--- src/hw/fpmul_pkg.sv ---
// ################################################
// Shared widths, opcodes and stage records for the
// three-stage floating-point multiply pipeline
// Every pipeline module imports this package
// ################################################

package fpmul_pkg;

	// IEEE single-precision field widths and exponent bias
	localparam int FP_EXP_WIDTH = 8;
	localparam int FP_SIG_WIDTH = 23;
	localparam int FP_WIDTH = 32;
	localparam int FP_BIAS = 127;

	// Significand with its hidden one restored
	localparam int MANT_WIDTH = FP_SIG_WIDTH + 1;

	// The multiplier is wide enough for a full 32-bit integer magnitude
	localparam int PRODUCT_WIDTH = 64;

	// Bits needed to name any position within the product
	localparam int LEAD_WIDTH = $clog2(PRODUCT_WIDTH);

	// Two 24-bit significands multiply into a value scaled by 2^46
	localparam int PRODUCT_SHIFT = 2 * FP_SIG_WIDTH;

	// An integer times 1.0 needs this exponent to satisfy the value rule
	localparam int ITOF_EXP = FP_BIAS + FP_SIG_WIDTH;

	// Signed working exponent with headroom for sums and shifts
	localparam int WORK_EXP_WIDTH = 10;

	typedef logic signed [WORK_EXP_WIDTH-1:0] work_exp_t;

	typedef enum logic {
		FP_OP_FMUL,
		FP_OP_ITOF
	} fp_op_e;

	typedef struct packed {
		logic sign;
		logic [FP_EXP_WIDTH-1:0] exponent;
		logic [FP_SIG_WIDTH-1:0] fraction;
	} fp_word_t;

	// The value carried is product * 2^(exponent - FP_BIAS - PRODUCT_SHIFT)
	typedef struct packed {
		logic valid;
		logic zero;
		logic sign;
		work_exp_t exponent;
		logic [MANT_WIDTH-1:0] multiplicand;
		logic [FP_WIDTH-1:0] multiplier;
	} prep_stage_t;

	typedef struct packed {
		logic valid;
		logic zero;
		logic sign;
		work_exp_t exponent;
		logic [PRODUCT_WIDTH-1:0] product;
	} product_stage_t;

endpackage
--- src/hw/fpmul_top.sv ---
// ################################################
// Top level of the floating-point multiply pipeline
// Chains preparation, multiplication and
// normalization, giving results 3 cycles after input
// ################################################

`timescale 1ns/1ns

module fpmul_top (
	input logic clk,
	input logic rst_n_i,
	input logic valid_i,
	input fpmul_pkg::fp_op_e op_i,
	input fpmul_pkg::fp_word_t operand_a_i,
	input fpmul_pkg::fp_word_t operand_b_i,
	output logic valid_o,
	output fpmul_pkg::fp_word_t result_o
);

	import fpmul_pkg::*;

	// Registered record from stage 1 into stage 2
	prep_stage_t prep;

	// Registered record from stage 2 into stage 3
	product_stage_t product;

	// Stage 1 unpacks the operands and sets up the multiply
	fpmul_operand_prep u_operand_prep (
		.clk(clk),
		.rst_n_i(rst_n_i),
		.valid_i(valid_i),
		.op_i(op_i),
		.operand_a_i(operand_a_i),
		.operand_b_i(operand_b_i),
		.prep_o(prep)
	);

	// Stage 2 holds the wide multiplier on its own
	fpmul_significand_mult u_significand_mult (
		.clk(clk),
		.rst_n_i(rst_n_i),
		.prep_i(prep),
		.product_o(product)
	);

	// Stage 3 normalizes and drives the outputs from its registers
	fpmul_normalize u_normalize (
		.clk(clk),
		.rst_n_i(rst_n_i),
		.product_i(product),
		.valid_o(valid_o),
		.result_o(result_o)
	);

endmodule

--- src/hw/fpmul_normalize.sv ---
// ################################################
// Stage 3 of the multiply pipeline
// Normalizes the product around its leading one,
// truncates to 24 bits and packs the IEEE word
// ################################################

`timescale 1ns/1ns

module fpmul_normalize (
	input logic clk,
	input logic rst_n_i,
	input fpmul_pkg::product_stage_t product_i,
	output logic valid_o,
	output fpmul_pkg::fp_word_t result_o
);

	import fpmul_pkg::*;

	// Position of the most significant set bit in the product
	logic [LEAD_WIDTH-1:0] lead_pos;

	// Left shift that brings the leading one to the top bit
	logic [LEAD_WIDTH-1:0] shift_amt;
	logic [PRODUCT_WIDTH-1:0] shifted;

	work_exp_t norm_exp;
	fp_word_t result_next;

	// Priority search where a higher set bit overrides any lower one
	always_comb
	begin
		lead_pos = '0;
		for (int i = 0; i < PRODUCT_WIDTH; i++)
		begin
			if (product_i.product[i])
			begin
				lead_pos = LEAD_WIDTH'(i);
			end
		end
	end

	assign shift_amt = LEAD_WIDTH'(PRODUCT_WIDTH - 1) - lead_pos;
	assign shifted = product_i.product << shift_amt;

	// A leading one at bit 46 leaves the incoming exponent unchanged
	assign norm_exp = product_i.exponent
		+ work_exp_t'(lead_pos)
		- work_exp_t'(PRODUCT_SHIFT);

	always_comb
	begin
		result_next = '0;
		if (!product_i.zero)
		begin
			result_next.sign = product_i.sign;

			// Range is kept normal by the caller, so only the low bits are needed
			result_next.exponent = norm_exp[FP_EXP_WIDTH-1:0];

			// The top bit is the hidden one and everything below the
			// fraction is dropped, which truncates toward zero
			result_next.fraction = shifted[PRODUCT_WIDTH-2 -: FP_SIG_WIDTH];
		end
	end

	always_ff @(posedge clk or negedge rst_n_i)
	begin
		if (!rst_n_i)
		begin
			valid_o <= 1'b0;
			result_o <= '0;
		end
		else
		begin
			valid_o <= product_i.valid;
			result_o <= result_next;
		end
	end

endmodule

--- src/hw/fpmul_significand_mult.sv ---
// ################################################
// Stage 2 of the multiply pipeline
// Forms the full significand product and carries
// sign, exponent and flags along unchanged
// ################################################

`timescale 1ns/1ns

module fpmul_significand_mult (
	input logic clk,
	input logic rst_n_i,
	input fpmul_pkg::prep_stage_t prep_i,
	output fpmul_pkg::product_stage_t product_o
);

	import fpmul_pkg::*;

	// Wide unsigned product on the critical path that this stage isolates
	logic [PRODUCT_WIDTH-1:0] product;

	assign product = PRODUCT_WIDTH'(prep_i.multiplicand) * PRODUCT_WIDTH'(prep_i.multiplier);

	always_ff @(posedge clk or negedge rst_n_i)
	begin
		if (!rst_n_i)
		begin
			product_o <= '0;
		end
		else
		begin
			product_o.valid <= prep_i.valid;
			product_o.zero <= prep_i.zero;
			product_o.sign <= prep_i.sign;
			product_o.exponent <= prep_i.exponent;
			product_o.product <= product;
		end
	end

endmodule

--- src/hw/fpmul_operand_prep.sv ---
// ################################################
// Stage 1 of the multiply pipeline
// Unpacks the operands, flags a zero result, sums
// the exponents and builds the multiplier inputs
// ################################################

`timescale 1ns/1ns

module fpmul_operand_prep (
	input logic clk,
	input logic rst_n_i,
	input logic valid_i,
	input fpmul_pkg::fp_op_e op_i,
	input fpmul_pkg::fp_word_t operand_a_i,
	input fpmul_pkg::fp_word_t operand_b_i,
	output fpmul_pkg::prep_stage_t prep_o
);

	import fpmul_pkg::*;

	// Operand b viewed as a two's-complement integer for ITOF
	logic [FP_WIDTH-1:0] int_b;
	logic [FP_WIDTH-1:0] int_mag;

	// Zero checks ignore the sign so that -0.0 counts as zero
	logic a_is_zero;
	logic b_is_zero;
	logic is_zero;

	prep_stage_t prep_next;

	assign int_b = operand_b_i;

	// The most negative integer maps onto 2^31, which still fits unsigned
	assign int_mag = int_b[FP_WIDTH-1] ? (~int_b + 1'b1) : int_b;

	assign a_is_zero = ({operand_a_i.exponent, operand_a_i.fraction} == '0);
	assign b_is_zero = ({operand_b_i.exponent, operand_b_i.fraction} == '0);

	// Only the integer matters for ITOF since operand a is ignored there
	assign is_zero = (op_i == FP_OP_ITOF) ? (int_b == '0) : (a_is_zero || b_is_zero);

	always_comb
	begin
		prep_next = '0;
		prep_next.valid = valid_i;
		prep_next.zero = is_zero;
		if (op_i == FP_OP_ITOF)
		begin
			// Multiply the integer magnitude by 1.0, which is the hidden one alone
			prep_next.sign = int_b[FP_WIDTH-1];
			prep_next.exponent = work_exp_t'(ITOF_EXP);
			prep_next.multiplicand = {1'b1, {FP_SIG_WIDTH{1'b0}}};
			prep_next.multiplier = int_mag;
		end
		else
		begin
			prep_next.sign = operand_a_i.sign ^ operand_b_i.sign;

			// One bias is removed so the sum stays a single biased exponent
			prep_next.exponent = work_exp_t'(operand_a_i.exponent)
				+ work_exp_t'(operand_b_i.exponent)
				- work_exp_t'(FP_BIAS);
			prep_next.multiplicand = {1'b1, operand_a_i.fraction};

			// The multiplier port is wider than a significand, so pad on top
			prep_next.multiplier = FP_WIDTH'({1'b1, operand_b_i.fraction});
		end

		// A zero multiplier makes the product zero for any multiplicand
		if (is_zero)
		begin
			prep_next.multiplier = '0;
		end
	end

	always_ff @(posedge clk or negedge rst_n_i)
	begin
		if (!rst_n_i)
		begin
			prep_o <= '0;
		end
		else
		begin
			prep_o <= prep_next;
		end
	end

endmodule

--- config.mk ---
export PLATFORM = sky130hd
export DESIGN_NAME = fpmul_top
export DESIGN_NICKNAME = d
export VERILOG_FILES = /design/src/hw/fpmul_pkg.sv /design/src/hw/fpmul_top.sv /design/src/hw/fpmul_normalize.sv /design/src/hw/fpmul_significand_mult.sv /design/src/hw/fpmul_operand_prep.sv
export SDC_FILE = /design/constraint.sdc
export NUM_CORES = 2
export LEC_CHECK = 0
export BUFFER_PORTS_ARGS = -buffer_cell sky130_fd_sc_hd__buf_2
export CORE_MARGIN = 2
export CORE_UTILIZATION = 45
export DETAILED_ROUTE_END_ITERATION = 16
export MAX_ROUTING_LAYER = met4
export PLACE_DENSITY = 0.73
export SLEW_MARGIN = 40
export SYNTH_ARGS = -nofsm -noshare
export SYNTH_HDL_FRONTEND = slang
export SYNTH_SLANG_ARGS = --single-unit
--- constraint.sdc ---
create_clock -name clk -period 7.7 [get_ports clk]
set_input_delay 0.77 -clock clk [delete_from_list [all_inputs] [get_ports clk]]
set_output_delay 0.77 -clock clk [all_outputs]
set_load 0.01 [all_outputs]
======== Word-level counts from Yosys, hierarchy flattened ========
Index checks and enable logic that the tools add are counted.
Widths: inputs -> output; s select.
storage, ports and cells
  flip-flop bits (word level) ............. 167
  word-level logic and storage cells ...... 89
operators by class
  mux-type cells .......................... 60
  multiply operators ...................... 1
  bitwise logic cells ..................... 2
  shift operators ......................... 1
  reductions and logical operators ........ 4
  $add $sub $neg .......................... 6
operators with widths
  operator               number
  $mux 6                 54
  $mux 32                3
  $mux 67                1
  $shl 56x6->63          1
  $logic_not 31->1       2
  $mul 24x32->56         1
  $add 32x1->32 const B  1
  $logic_not 32->1       1
  $not 32->32            1
  $sub 10x8->10 const B  1
  $add 8x8->9            1
  $add 8x7->8            1
  $sub 8x7->8 const B    1
  $sub 6x6->6 const A    1
  $mux 1                 2
  $logic_or 1x1->1       1
  $xor 1x1->1            1

======== Longest topological paths before layout ========
  word-level depth ........................ 58
  mapped depth ............................ 27

======== Modules after synthesis ========
A second synthesis with hierarchy kept.
unflattened totals
  cells, all modules ...................... 4180
  area total of the unflattened synthesis .. 37153.1 um^2
modules (own cells, without submodules)
  module                  area each (um^2)  instances  cells an instance  seq. area each (um^2)
  fpmul_significand_mult  26953.4           1          2961               1726.7
  fpmul_normalize         6821.5            1          907                825.8
  fpmul_operand_prep      3378.2            1          312                1726.7

======== Worst setup path before layout ========
OpenSTA, ideal clock, no wires.
  path kind ............................... reg2reg
  start ................................... register u_operand_prep.prep_o[23] (netlist name)
  end ..................................... register u_significand_mult.product_o[55] (netlist name)
  path slack .............................. 0.528 ns
  data required time ...................... 7.620 ns
  path buffers ............................ 1
  clock period less this slack ............ 7.172 ns
  cell stages (with the launch flop) ...... 25
  setup time .............................. 0.080 ns
  arrival ................................. 7.092 ns
  path through ............................ dfrtp_1 > clkbuf_1 > nand2_1 > fa_1 > inv_1 > fa_1 > inv_1 > fa_1 > fa_1 > fa_1 > fa_1 > inv_1 > fa_1 > ha_1 > a211oi_1 > nand2_1 > a2111oi_0 > nand2_1 > o31a_1 > o21a_1 > o41a_1 > o41ai_1 > o21bai_1 > a21oi_1 > xnor2_1
on the way
  longest elaborated chain between the ends .. 1
RTL lines
  element                                   RTL line                      text
  from (decl)                               fpmul_operand_prep.sv:16      output fpmul_pkg::prep_stage_t prep_o
  from (signal assigned)                    fpmul_operand_prep.sv:85      prep_o <= prep_next;
  $mul 24x32->56                            fpmul_significand_mult.sv:21  assign product = PRODUCT_WIDTH'(prep_i.multiplicand) * PRODUCT_WIDTH'(prep_i.multiplier);
  named net u_significand_mult.product[55]  fpmul_significand_mult.sv:19  logic [PRODUCT_WIDTH-1:0] product;
The timed path passes the listed nets, and every way through them passes these cells.

======== Final worst setup path ========
  start ................................... register u_operand_prep.prep_o[24] (netlist name)
  end ..................................... register u_significand_mult.product_o[55] (netlist name)
on the way
  longest elaborated chain between the ends .. 1
RTL lines
  element                                   RTL line
  $mul 24x32->56                            fpmul_significand_mult.sv:21
  named net u_significand_mult.product[55]  fpmul_significand_mult.sv:19
The timed path passes the listed nets, and every way through them passes these cells.

==> results.sh <==
export IMPL_synthCells=3627
export IMPL_drv_slew=0
export IMPL_worstSetupEndpointType="register"
export IMPL_drc_errors=0
export IMPL_stdcell_area_um2=36100
export IMPL_grt_total_usage_pct=24.5
export IMPL_cpPeakStageDelay_ns=0.60
export IMPL_antenna_found_initial=2
export IMPL_wl_mm=88.1
export IMPL_clockBufferDepth=2
export IMPL_dominantRegCellSynth="dfrtp_1"
export IMPL_status="complete, no violations"
export IMPL_root_buffer="clkbuf_16"
export IMPL_final_cell_mix="inv_1, fa_1, nand2_1"
export IMPL_grt_overflow_total=0
export IMPL_synth_nets=4558
export IMPL_critPathMaxFanout=10
export IMPL_min_path_type="in2async"
export IMPL_ys_seq_area_share_pct=12.5
export IMPL_setup_viol=0
export IMPL_cts_tree="yes"
export IMPL_via_per_inst=5.45
export IMPL_timing_fmax_mhz=134
export IMPL_cp_top_family="adder cells"
export IMPL_synth_seq_cells=167
export IMPL_vias=25400
export IMPL_io_pins=101
export IMPL_area_growth_pct=8.26
export IMPL_postPlaceCellArea_um2=35400
export IMPL_die_area_um2=76300
export IMPL_htree_levels=4
export IMPL_coreArea_um2=73200
export IMPL_synth_cell_types=85
export IMPL_setup_worst_path_start_class="register"
export IMPL_worstSetupPathType="reg2reg"
export IMPL_io_buffer_count=100
export IMPL_crit_slowest_cell="dfrtp_2"
export IMPL_slew_headroom_pct=41.3
export IMPL_tightest_slew_ns=0.872
export IMPL_die_y_um=276
export IMPL_min_period_ns=7.47
export IMPL_setup_tns_final_ns=0
export IMPL_synth_edff_count=0
export IMPL_insertion_delay_ns=0.48
export IMPL_post_route_period_util_pct=97.0
export IMPL_place_congestion=0.943
export IMPL_die_w_um=276
export IMPL_synthArstFlopShare_pct=100
export IMPL_cp_common_cell="fa_1"
export IMPL_initial_utilization_pct=45.6
export IMPL_grt_pass1_wl_mm=144
export IMPL_floorplan_rows=99
export IMPL_postCtsSetupRepairBufs=0
export IMPL_drt_pass1_iter_count=7
export IMPL_worst_ep_arrival_time_ns=7.87
export IMPL_avgRoutedWirePerCell_um=18.9
export IMPL_clock_sinks=167
export IMPL_skew_ns=0.0173
export IMPL_syn_cell_area_um2=33400
export IMPL_final_common_cell="inv_1"
export IMPL_cts_inserted_buffers=17
export IMPL_worstPathRequired_ns=8.10
export IMPL_cts_hold_buf=0
export IMPL_first_iter_violations=2009
export IMPL_drive_above_1_share_pct=8.89
export IMPL_whs_ns=0.288
export IMPL_grt_pass1_vias=26900
export IMPL_postSynthAreaPerCell_um2=9.20
export IMPL_clk_pin_slew_ns=0.07
export IMPL_cp_num_buf_inv=5
export IMPL_dp_hpwl_mm=72.6
export IMPL_grt_max_degree=74
export IMPL_ant_nets=0
export IMPL_cap_violations=0
export IMPL_nets=4606
export IMPL_yosysWarnings=0
export IMPL_hold_viol=0
per-layer routing:
layer | up-vias | GRT usage, % | share of wire, %
li1 | 11300 | - | -
met1 | 13000 | 31.0 | 41
met2 | 919 | 39.6 | 49
met3 | 215 | 4.18 | 7.1
met4 | 0 | 9.19 | 3.7
met5 | - | - | 0
flip-flops by register name, summed over array words and instances (netlist names):
register / flops
u_significand_mult.product_o: 67
u_normalize.valid_o: 1
u_normalize.result_o: 32
u_operand_prep.prep_o: 67
what timing repair did:
action | CTS | global route
pin swaps | 0 | 1
resized for setup | 6 | 26
endpoints found under the setup margin | 2 | 10
worst register-to-register path: cells and delay by family, from the launching register on:
| family | cells | cell delay (ns) |
|---|---|---|
| adders and majority gates | 8 | 3.76 |
| DFF | 1 | 0.60 |
| buffers and inverters | 5 | 0.60 |
| xor gates and xnor gates | 1 | 0.13 |
| AOI/OAI and AO/OA | 8 | 2.04 |
| and+or+nand+nor | 3 | 0.27 |
final timing paths:
check                                                from                          endpoint  slack (ns)  cells after the start
worst max-delay path            u_operand_prep.prep_o[24]  u_significand_mult.product_o[55]        0.23                     25
worst min-delay path                              rst_n_i         u_operand_prep.prep_o[68]        0.29                      1
worst max register to register  u_operand_prep.prep_o[24]  u_significand_mult.product_o[55]        0.23                     25
worst min register to register  u_operand_prep.prep_o[67]  u_significand_mult.product_o[75]        0.35                      0
max in group asynchronous                         rst_n_i         u_operand_prep.prep_o[10]        5.81                      3
min in group clk                u_operand_prep.prep_o[67]  u_significand_mult.product_o[75]        0.35                      0
layout make-up:
| type | instances | area (um2) |
|---|---|---|
| Antenna cell | 3 | 7.51 |
| Sequential cell | 167 | 4210 |
| Clock inverter | 13 | 151 |
| Timing Repair Buffer | 208 | 1580 |
| Multi-Input combinational cell | 2616 | 26000 |
| Clock buffer | 19 | 453 |
| Fill cell | 6689 | 37100 |
| Tap cell | 959 | 1200 |
| Inverter | 665 | 2500 |
cell usage after synthesis (28+ instances only):
| library cell | number | share of area, % |
|---|---|---|
| o21ai_0 | 57 | 0.86 |
| inv_1 | 661 | 7.4 |
| mux2_2 | 32 | 1.1 |
| nor2_1 | 116 | 1.3 |
| xor2_1 | 38 | 1.0 |
| nor2b_1 | 38 | 0.71 |
| xnor2_1 | 57 | 1.5 |
| dfrtp_1 | 167 | 13 |
| ha_1 | 203 | 7.6 |
| a21o_1 | 36 | 0.81 |
| and2_1 | 283 | 5.3 |
| nand2_1 | 581 | 6.5 |
| clkbuf_1 | 159 | 1.8 |
| fa_1 | 660 | 40 |
| nor4_1 | 28 | 0.53 |
| a21oi_1 | 91 | 1.4 |
| mux2i_1 | 110 | 3.3 |
per-stage QoR:
| stage | std cells | utilization (%) | setup WS, ns |
|---|---|---|---|
| floorplan | 3627 | - | 0.528 |
| global placement | 4615 | 48.4 | -0.00793 |
| detailed placement | 4615 | 48.4 | -0.0502 |
| CTS | 4647 | 49.2 | 0.00450 |
| global route | 4650 | 49.3 | -0.00944 |
| finish | 4650 | 49.3 | 0.230 |
kinds of logic (layout without fill, tap and decap cells):
logic type	Yosys count	after routing	share of synthesized area, %
AOI/OAI and AO/OA	345	345	6.98
xor gates and xnor gates	95	95	2.49
adders and majority gates	863	863	47.2
buffers and inverters	844	905	9.65
DFF	167	167	12.5
muxes	144	144	4.47
other	1	4	0.0112
and+or+nand+nor	1168	1168	16.6
Power is not shown: default switching activity piles up to over one toggle a cycle in this logic, so the estimate is an artifact.
